$ cat src/design/cpu_pkg.sv
`default_nettype none

package cpu_pkg;

	localparam int reg_addr_w = 3;
	localparam int instr_w = 16;

	// Register mirrored to the output port.
	localparam logic [reg_addr_w-1:0] out_reg = 3'd4;

	typedef enum logic [3:0] {
		op_add  = 4'h0,
		op_sub  = 4'h1,
		op_and  = 4'h2,
		op_or   = 4'h3,
		op_xor  = 4'h4,
		op_ldi  = 4'h5,
		op_addi = 4'h6,
		op_bnz  = 4'h7,
		op_halt = 4'h8
	} opcode_t;

	typedef struct packed {
		opcode_t                op;
		logic [reg_addr_w-1:0] rd;
		logic [reg_addr_w-1:0] rs;
		logic [reg_addr_w-1:0] rt;
		logic [2:0]            pad;
	} instr_r_t;

	typedef struct packed {
		opcode_t                op;
		logic [reg_addr_w-1:0] rd;
		logic signed [8:0]     imm; // Two's complement.
	} instr_i_t;

	typedef union packed {
		instr_r_t r;
		instr_i_t i;
	} instr_t;

	typedef enum logic [2:0] {
		alu_add    = 3'd0,
		alu_sub    = 3'd1,
		alu_and    = 3'd2,
		alu_or     = 3'd3,
		alu_xor    = 3'd4,
		alu_pass_b = 3'd5
	} alu_op_t;

endpackage

`default_nettype wire

$ cat src/design/reg_file.sv
`timescale 1ns/1ps
`default_nettype none

module reg_file #(
	parameter int DATA_WIDTH = 32
) (
	input  wire                            clk,
	input  wire                            rst,
	input  wire                            wr_en,
	input  wire  [cpu_pkg::reg_addr_w-1:0] wr_a,
	input  wire  [DATA_WIDTH-1:0]          wr_d,
	input  wire                            rd_en,
	input  wire  [cpu_pkg::reg_addr_w-1:0] rd_a_a,
	input  wire  [cpu_pkg::reg_addr_w-1:0] rd_a_b,
	output logic [DATA_WIDTH-1:0]          rd_d_a,
	output logic [DATA_WIDTH-1:0]          rd_d_b,
	output logic [DATA_WIDTH-1:0]          reg4_out
);
	import cpu_pkg::*;

	localparam int num_regs = 2 ** reg_addr_w;

	logic [DATA_WIDTH-1:0] rf [num_regs];
	logic                  hit_a;
	logic                  hit_b;

	always_ff @(posedge clk) begin
		if (!rst) begin
			for (int i = 0; i < num_regs; i++) begin
				rf[i] <= '0;
			end
		end else if (wr_en) begin
			rf[wr_a] <= wr_d;
		end
	end

	// Same-cycle write to a read address.
	assign hit_a = wr_en && (wr_a == rd_a_a);
	assign hit_b = wr_en && (wr_a == rd_a_b);

	always_ff @(posedge clk) begin
		if (rd_en) begin
			rd_d_a <= hit_a ? wr_d : rf[rd_a_a]; // New data wins.
			rd_d_b <= hit_b ? wr_d : rf[rd_a_b];
		end
	end

	assign reg4_out = rf[out_reg];

endmodule

`default_nettype wire

$ cat src/design/alu.sv
`timescale 1ns/1ps
`default_nettype none

module alu #(
	parameter int DATA_WIDTH = 32
) (
	input  wire  [DATA_WIDTH-1:0] a,
	input  wire  [DATA_WIDTH-1:0] b,
	input  wire  [8:0]            imm,
	input  wire                   b_sel,
	input  wire  cpu_pkg::alu_op_t op,
	output logic [DATA_WIDTH-1:0] result,
	output logic                  zero
);
	import cpu_pkg::*;

	logic [DATA_WIDTH-1:0] imm_ext;
	logic [DATA_WIDTH-1:0] b_imm;

	assign imm_ext = {{(DATA_WIDTH-9){imm[8]}}, imm}; // Sign extension.
	assign b_imm = b_sel ? imm_ext : b;

	always_comb begin
		case (op)
			alu_add:    result = a + b_imm;
			alu_sub:    result = a - b_imm;
			alu_and:    result = a & b_imm;
			alu_or:     result = a | b_imm;
			alu_xor:    result = a ^ b_imm;
			alu_pass_b: result = b_imm;
			default:    result = a + b_imm;
		endcase
	end

	// Branch test looks at operand a only.
	assign zero = (a == '0);

endmodule

`default_nettype wire

$ cat src/design/prog_counter.sv
`timescale 1ns/1ps
`default_nettype none

module prog_counter #(
	parameter int PC_WIDTH = 6
) (
	input  wire                 clk,
	input  wire                 rst,
	input  wire                 clr,
	input  wire                 inc,
	input  wire                 load,
	input  wire  [PC_WIDTH-1:0] load_val,
	output logic [PC_WIDTH-1:0] pc
);

	always_ff @(posedge clk) begin
		if (!rst) begin
			pc <= '0;
		end else if (clr) begin
			pc <= '0;
		end else if (load) begin
			pc <= load_val;
		end else if (inc) begin
			pc <= pc + 1'b1; // Wraps naturally.
		end
	end

endmodule

`default_nettype wire

$ cat src/design/prog_mem.sv
`timescale 1ns/1ps
`default_nettype none

module prog_mem #(
	parameter int PC_WIDTH = 6
) (
	input  wire                  clk,
	input  wire                  wr_en,
	input  wire  [PC_WIDTH-1:0]  wr_addr,
	input  wire  cpu_pkg::instr_t wr_data,
	input  wire                  rd_en,
	input  wire  [PC_WIDTH-1:0]  rd_addr,
	output cpu_pkg::instr_t      rd_data
);
	import cpu_pkg::*;

	instr_t mem [2**PC_WIDTH];

	always_ff @(posedge clk) begin
		if (wr_en) begin
			mem[wr_addr] <= wr_data;
		end
		if (rd_en) begin
			rd_data <= mem[rd_addr]; // Holds until the next fetch.
		end
	end

endmodule

`default_nettype wire

$ cat src/design/cpu_ctrl.sv
`timescale 1ns/1ps
`default_nettype none

module cpu_ctrl (
	input  wire                            clk,
	input  wire                            rst,
	input  wire                            start,
	input  wire                            load_en,
	input  wire  cpu_pkg::instr_t          instr,
	input  wire                            zero,
	output logic                           busy,
	output logic                           halted,
	output logic                           pc_clr,
	output logic                           pc_inc,
	output logic                           pc_load,
	output logic                           mem_rd,
	output logic                           mem_wr,
	output logic                           rd_en,
	output logic [cpu_pkg::reg_addr_w-1:0] rd_a_a,
	output logic [cpu_pkg::reg_addr_w-1:0] rd_a_b,
	output logic                           wr_en,
	output logic [cpu_pkg::reg_addr_w-1:0] wr_a,
	output logic [8:0]                     imm,
	output logic                           b_sel,
	output cpu_pkg::alu_op_t               alu_op
);
	import cpu_pkg::*;

	localparam logic [1:0] st_idle  = 2'd0;
	localparam logic [1:0] st_fetch = 2'd1;
	localparam logic [1:0] st_read  = 2'd2;
	localparam logic [1:0] st_exec  = 2'd3;

	logic [1:0] state;
	logic [1:0] state_nxt;
	opcode_t    op;
	logic       is_imm;
	logic       writes_rd;
	logic       in_exec;

	assign op = instr.r.op;
	assign is_imm = (op == op_ldi) || (op == op_addi) || (op == op_bnz);
	assign in_exec = (state == st_exec);

	always_comb begin
		state_nxt = state;
		case (state)
			st_idle:  state_nxt = start ? st_fetch : st_idle;
			st_fetch: state_nxt = st_read;
			st_read:  state_nxt = st_exec;
			st_exec:  state_nxt = (op == op_halt) ? st_idle : st_fetch;
			default:  state_nxt = st_idle;
		endcase
	end

	always_ff @(posedge clk) begin
		if (!rst) begin
			state  <= st_idle;
			halted <= 1'b0;
		end else begin
			state <= state_nxt;
			if (state == st_idle && start) begin
				halted <= 1'b0;
			end else if (in_exec && op == op_halt) begin
				halted <= 1'b1; // Same edge as busy falling.
			end
		end
	end

	always_comb begin
		writes_rd = 1'b1;
		case (op)
			op_add:  alu_op = alu_add;
			op_sub:  alu_op = alu_sub;
			op_and:  alu_op = alu_and;
			op_or:   alu_op = alu_or;
			op_xor:  alu_op = alu_xor;
			op_ldi:  alu_op = alu_pass_b;
			op_addi: alu_op = alu_add;
			default: begin
				alu_op    = alu_add;
				writes_rd = 1'b0; // bnz, halt and unused codes.
			end
		endcase
	end

	assign busy    = (state != st_idle);
	assign mem_wr  = load_en && (state == st_idle);
	assign pc_clr  = start && (state == st_idle);
	assign pc_inc  = (state == st_fetch);
	assign mem_rd  = (state == st_fetch);
	assign rd_en   = (state == st_read);
	assign rd_a_a  = is_imm ? instr.i.rd : instr.r.rs;
	assign rd_a_b  = instr.r.rt;
	assign wr_en   = in_exec && writes_rd;
	assign wr_a    = instr.i.rd;
	assign imm     = instr.i.imm;
	assign b_sel   = is_imm;
	assign pc_load = in_exec && (op == op_bnz) && !zero;

endmodule

`default_nettype wire

$ cat src/design/cpu_top.sv
`timescale 1ns/1ps
`default_nettype none

module cpu_top #(
	parameter int DATA_WIDTH = 32,
	parameter int PC_WIDTH   = 6
) (
	input  wire                   clk,
	input  wire                   rst,
	input  wire                   start,
	input  wire                   load_en,
	input  wire  [PC_WIDTH-1:0]   load_addr,
	input  wire  cpu_pkg::instr_t load_data,
	output logic                  busy,
	output logic                  halted,
	output logic [DATA_WIDTH-1:0] port_out
);
	import cpu_pkg::*;

	logic                  pc_clr;
	logic                  pc_inc;
	logic                  pc_load;
	logic                  mem_rd;
	logic                  mem_wr;
	logic                  rd_en;
	logic                  wr_en;
	logic                  b_sel;
	logic                  zero;
	logic [reg_addr_w-1:0] rd_a_a;
	logic [reg_addr_w-1:0] rd_a_b;
	logic [reg_addr_w-1:0] wr_a;
	logic [8:0]            imm;
	logic [PC_WIDTH-1:0]   pc;
	logic [DATA_WIDTH-1:0] rd_d_a;
	logic [DATA_WIDTH-1:0] rd_d_b;
	logic [DATA_WIDTH-1:0] result;
	instr_t                instr;
	alu_op_t               alu_op;

	cpu_ctrl u_ctrl (
		.clk(clk), .rst(rst), .start(start), .load_en(load_en),
		.instr(instr), .zero(zero), .busy(busy), .halted(halted),
		.pc_clr(pc_clr), .pc_inc(pc_inc), .pc_load(pc_load),
		.mem_rd(mem_rd), .mem_wr(mem_wr), .rd_en(rd_en),
		.rd_a_a(rd_a_a), .rd_a_b(rd_a_b), .wr_en(wr_en), .wr_a(wr_a),
		.imm(imm), .b_sel(b_sel), .alu_op(alu_op)
	);

	// Branch target is the low bits of the immediate.
	prog_counter #(.PC_WIDTH(PC_WIDTH)) u_pc (
		.clk(clk), .rst(rst), .clr(pc_clr), .inc(pc_inc), .load(pc_load),
		.load_val(imm[PC_WIDTH-1:0]), .pc(pc)
	);

	prog_mem #(.PC_WIDTH(PC_WIDTH)) u_mem (
		.clk(clk), .wr_en(mem_wr), .wr_addr(load_addr), .wr_data(load_data),
		.rd_en(mem_rd), .rd_addr(pc), .rd_data(instr)
	);

	reg_file #(.DATA_WIDTH(DATA_WIDTH)) u_rf (
		.clk(clk), .rst(rst), .wr_en(wr_en), .wr_a(wr_a), .wr_d(result),
		.rd_en(rd_en), .rd_a_a(rd_a_a), .rd_a_b(rd_a_b),
		.rd_d_a(rd_d_a), .rd_d_b(rd_d_b), .reg4_out(port_out)
	);

	alu #(.DATA_WIDTH(DATA_WIDTH)) u_alu (
		.a(rd_d_a), .b(rd_d_b), .imm(imm), .b_sel(b_sel), .op(alu_op),
		.result(result), .zero(zero)
	);

endmodule

`default_nettype wire

$ cat config.mk
export PLATFORM = sky130hd
export DESIGN_NAME = cpu_top
export DESIGN_NICKNAME = d
export VERILOG_FILES = /design/src/design/cpu_pkg.sv /design/src/design/reg_file.sv /design/src/design/alu.sv /design/src/design/prog_counter.sv /design/src/design/prog_mem.sv /design/src/design/cpu_ctrl.sv /design/src/design/cpu_top.sv
export SDC_FILE = /design/constraint.sdc
export NUM_CORES = 2
export LEC_CHECK = 0
export BUFFER_PORTS_ARGS = -buffer_cell sky130_fd_sc_hd__buf_4
export CORE_ASPECT_RATIO = 0.8
export CORE_MARGIN = 1
export CORE_UTILIZATION = 30
export DETAILED_ROUTE_END_ITERATION = 6
export PLACE_DENSITY = 0.5
export SLEW_MARGIN = 20
export SYNTH_ARGS = -nofsm -noshare
export SYNTH_HDL_FRONTEND = slang
export SYNTH_SLANG_ARGS = --single-unit
$ cat constraint.sdc
create_clock -name clk -period 13.14 [get_ports clk]
set_input_delay 3.285 -clock clk [delete_from_list [all_inputs] [get_ports clk]]
set_output_delay 3.285 -clock clk [all_outputs]
set_load 0.03 [all_outputs]
## Word level (Yosys, flattened, before mapping)

Memory sizes are Yosys's and may differ from the RTL's. A register that Yosys moved wholly into a read port is not among the register bits.
Cells that the tools add are included.

| cells by class | value |
|---|---|
| bitwise logic cells | 4 |
| reduce and logical (&&, ||, !) cells | 17 |
| add/subtract/negate cells | 3 |
| equal/unequal tests | 16 |
| muxes and demuxes | 19 |

Operator list:

| operator | number |
|---|---|
| case mux 32 bit (5 select lines) | 1 |
| two-way mux 32 bit | 2 |
| adder 32 bit | 1 |
| AND 32 bit | 1 |
| logical NOT 32 bit | 1 |
| OR 32 bit | 1 |
| OR reduction 32 bit | 1 |
| subtractor 32 bit | 1 |
| XOR 32 bit | 1 |
| == test 4 x 3 -> 1 bit (second input constant) | 4 |
| case mux 3 bit (5 select lines) | 1 |
| two-way mux 6 bit | 2 |
| two-way mux 1 bit | 10 |
| == test 4 x 2 -> 1 bit (second input constant) | 2 |
| case mux 2 bit (4 select lines) | 1 |
| OR reduction 7 bit | 1 |
| adder 6 x 1 -> 6 bit (second input constant) | 1 |
| == test 3 x 2 -> 1 bit (second input constant) | 2 |
| == test 3 bit (second input constant) | 2 |
| logical AND 1 bit | 6 |
| two-way mux 3 bit | 2 |
| == test 2 bit (second input constant) | 2 |
| == test 4 x 1 -> 1 bit (second input constant) | 1 |
| == test 4 bit (second input constant) | 1 |
| 9 further kinds | 11 |

| word-level totals | value |
|---|---|
| logic and storage cells | 64 |
| memories kept | 2 |
| register bits | 9 |
| memory bits (writable) | 1280 |
| input bits | 26 |
| output and inout port bits | 34 |

Memories:

| memory | depth | bits a word | read ports | clocked after memory_dff | wr ports | RTL line | text |
|---|---|---|---|---|---|---|---|
| u_mem.mem | 64 | 16 | 1 | 1 | 1 | prog_mem.sv:17 | `instr_t mem [2**PC_WIDTH];` |
| u_rf.rf | 8 | 32 | 3 | 2 | 8 | reg_file.sv:23 | `logic [DATA_WIDTH-1:0] rf [num_regs];` |

## Longest topological paths before layout

| logic depth | value |
|---|---|
| depth after elaboration | 9 |
| gate-level depth with buffers | 22 |
| depth with buffers taken out | 19 |

## Hierarchy

Synthesis repeated with hierarchy kept, for this count alone.

| second synthesis, totals | value |
|---|---|
| cells, all modules | 3587 |
| area, all modules | 62374.8 sq um |

Modules (own cells, without submodules):

| module | area each (sq um) | seq. area each (sq um) | cells an instance | instances |
|---|---|---|---|---|
| prog_mem | 40202.3 | 31230.0 | 1829 | 1 |
| reg_file | 16393.2 | 9609.2 | 930 | 1 |
| alu | 5056.1 | 0.0 | 744 | 1 |
| cpu_ctrl | 420.4 | 60.1 | 50 | 1 |
| prog_counter | 302.8 | 120.1 | 34 | 1 |

## Least setup slack after synthesis

OpenSTA, ideal clock, no wires.

| timing | value |
|---|---|
| path kind | input port to flip-flop |
| start | input rst |
| end | memory u_rf.rf[7][0] (enable) |
| path slack | 7911 ps |
| arrival time | 4839 ps |
| setup time | 389 ps |
| path buffers | 1 |
| stages on the path | 6 |
| required time | 12751 ps |
| cells stage by stage | nand2_1 > a311oi_1 > and2_2 > nand3_1 > clkbuf_1 > nand2_1 |

RTL lines:

| element | RTL line | text |
|---|---|---|
| start, declared | cpu_top.sv:9 | `input wire rst,` |
| end, declared | reg_file.sv:23 |  |

==> metrics.txt <==
Slew HR=22.8%; register area=41000 um2; HP Start=u_ctrl.halted; largest net degree at the start of global routing=130; PortBufs=59; design area=67700 um2; grt total ovfl=0; largest family of logic cells by synthesized area=multiplexers; Crit. End Element=flop; Crit Path Category=reg2reg; sequential area share after synthesis=69.0%; multiplexer share of the synthesized area=19.1%; Warnings, synthesis=0; DRC viols=0; DR iter-0 viols=3079; Min-Delay Path Class=reg2reg; die width=500 um; most common flop cell mapped by yosys=edfxtp_1; reg2reg start=u_mem.rd_data[13]; clk root buf=clkbuf_16; via/cell ratio=5.17; adder-cell share of the synthesized area=2.12%; Max Fclk=170 MHz; H-tree depth=4; core box area=196000 um2; Synth area leaders=edfxtp_1, mux4_2, nor2_1, ha_1, mux2_2; most frequent cells in the layout=edfxtp_1, mux4_2, nor2_1; first-pass GRT wire length=231000 um; post-route ant nets=0; CTS tree=built; fillers=18400; RSZ-0062 raised after global routing=false; Slew Limit Fails=0; crit path max fanout=16; nets=3337; DR pass1 iterations=6; actual slew at the worst max-slew pin=1150 ps; slowest CP cell=edfxtp_1; pwr/cell area=184 nW/um2; Worst EP arrival=6370 ps; area of the multi-input gates=17600 um2; share of synthesized flip-flops with an asynchronous set or reset=0%; Yosys top cell by area=edfxtp_1; cell breakdown of the critical path=nor2_8, nor2_4, mux2i_4, inv_1, a21oi_1, nand2_1, o21ai_0, xnor2_1, ha_1, a21oi_1, a21oi_1, a311oi_1, and3_1, a211o_2, nand2_1, xor2_1, a21oi_1, nor2_1; final setup TNS=0 ps; Num CTS Buffers=149; die area=200000 um2; Synth Area in Compound Gates=3.13%; Peak supply drop=0.0964 mV; Netlist Area Pre-Place=59400 um2; # Max-Cap Violations=0; setup-violating endpoint count in the final report=0; status=finished, final reports clean; all-layer global routing usage=16.3%; row count=145; Total Wirelength=164000 um; num ports=60; initial antenna violation count=13; Final Util=34.5%; placed cell area=62900 um2; Tmin final=5870 ps; Layout Skew=39.8 ps; startpoint type of the worst setup path=flop; Crit. Startpoint=u_mem.rd_data[13]; simple-gate share of the synthesized area=3.94%; vias=30600; Leak=0.0211 uW; Post-Syn Nets=3275; max incr delay on CP=720 ps; synthesized instance count=3149; GPL Wtd Cong=0.825; Hold Vio Cnt, Final=0; fraction of layout cells with a size suffix above 1=28.5%; Layout area overhead=13.9%; die height=400 um; number of synthesized register bits=1369; Syn Area/Cell=18.9 um2; clk_lat worst skew=810 ps; post-CTS setup buffers=0; clock slew at reported path FFs=60 ps; cts hold-fix bufs=0; vias in the first global route=30200; clk buf depth=3; ratio of final minimum period to clock period=44.7%; post-synth cell types=83; commonest non-fill, non-tap cell in the layout=edfxtp_1; Initial Utilization=30.3%; Synth Area in XOR/XNOR=0.914%; post-DP HPWL=101000 um; wire per inst=27.7 um; Post-synth EDFFs=1360; Synth top area share=68.7%; CP most frequent cell=a21oi_1; clock sinks=1369; post-CTS sizing=0; CP required=13640 ps
flip-flops by register name (all words and copies together), names as in the netlist:
signal         flops
u_rf.rf          256
u_ctrl.halted      1
u_mem.rd_data     16
u_rf.rd_d_a       32
u_mem.mem       1024
u_pc.pc            6
u_ctrl.state       2
u_rf.rd_d_b       32
layout make-up:
class	instances	area share [%]
inverters	78	0.433
repair buffers	94	1.06
clock buffers	182	5.74
clock inverters	88	1.31
flip-flops and latches	1369	60.6
well taps	2572	4.76
diodes	7	0.0259
multi-input cells	1519	26.0
metrics by stage:
stage	setup WS, ps	power (uW)	instances	hold slack [ps]
2_1_floorplan	7910	7380	3149	603
3_3_place_gp	6650	8500	5632	461
3_5_place_dp	6620	8510	5632	463
4_1_cts	7320	12600	5902	476
5_1_grt	6950	13000	5903	500
6_report	7270	12500	5909	471
worst paths after layout:
kind / cells past startpoint / end / slack [ps]
setup / recovery: 18 / u_rf.rf[1][23] / 7270
hold reg to reg: 2 / u_ctrl.halted / 470
setup reg to reg: 18 / u_rf.rf[1][23] / 7270
hold / removal: 2 / u_ctrl.halted / 470
cells in the mapped netlist, drive strengths merged, types with 7 or more instances:
cell,instances
a21oi,102
and3,9
ha,99
xor2,10
nand2b,7
xnor2,52
edfxtp,1360
buf,67
a22oi,31
mux2i,14
nand2,64
a21o,22
nand3,20
mux4,464
mux2,64
dfxtp,9
clkbuf,116
o211ai,25
inv,78
nor2,367
nand4,13
a31oi,9
o21ai,38
nor4,18
and2,7
worst max-delay path, delay by kind of cell, from the launching register on:
family / cells / cell delay, ps
flip-flops: 1 / 720
multiplexers: 1 / 440
buffers and inverters: 1 / 120
XOR/XNOR: 2 / 280
adder cells (fa/ha/maj): 1 / 440
AND/OR/NAND/NOR: 6 / 1470
AO/OA/AOI/OAI: 7 / 2100
power by group:
part           switching [uW]  leakage, uW  internal [uW]  total [uW]
logic                    2020      0.00612           1220        3240
registers                 169       0.0127           4980        5150
clock network            1820      0.00230           2260        4080
cell families (layout without fill, tap and decap cells):
family,Yosys count,count (layout)
DFF,1369,1369
buffers and inverters,261,442
xor gates and xnor gates,62,62
adders and majority gates,100,100
AOI/OAI and AO/OA,278,278
muxes,542,542
and+or+nand+nor,537,537
other,0,7
routing by layer:
layer / up-vias / track usage (%) / wire [um]
li1: 13000 / - / -
met1: 16400 / 24.8 / 78000
met2: 1005 / 23.3 / 70700
met3: 187 / 3.60 / 11500
met4: 0 / 4.24 / 3420
met5: - / 0 / 0
Power figures use the tool's default switching activity.
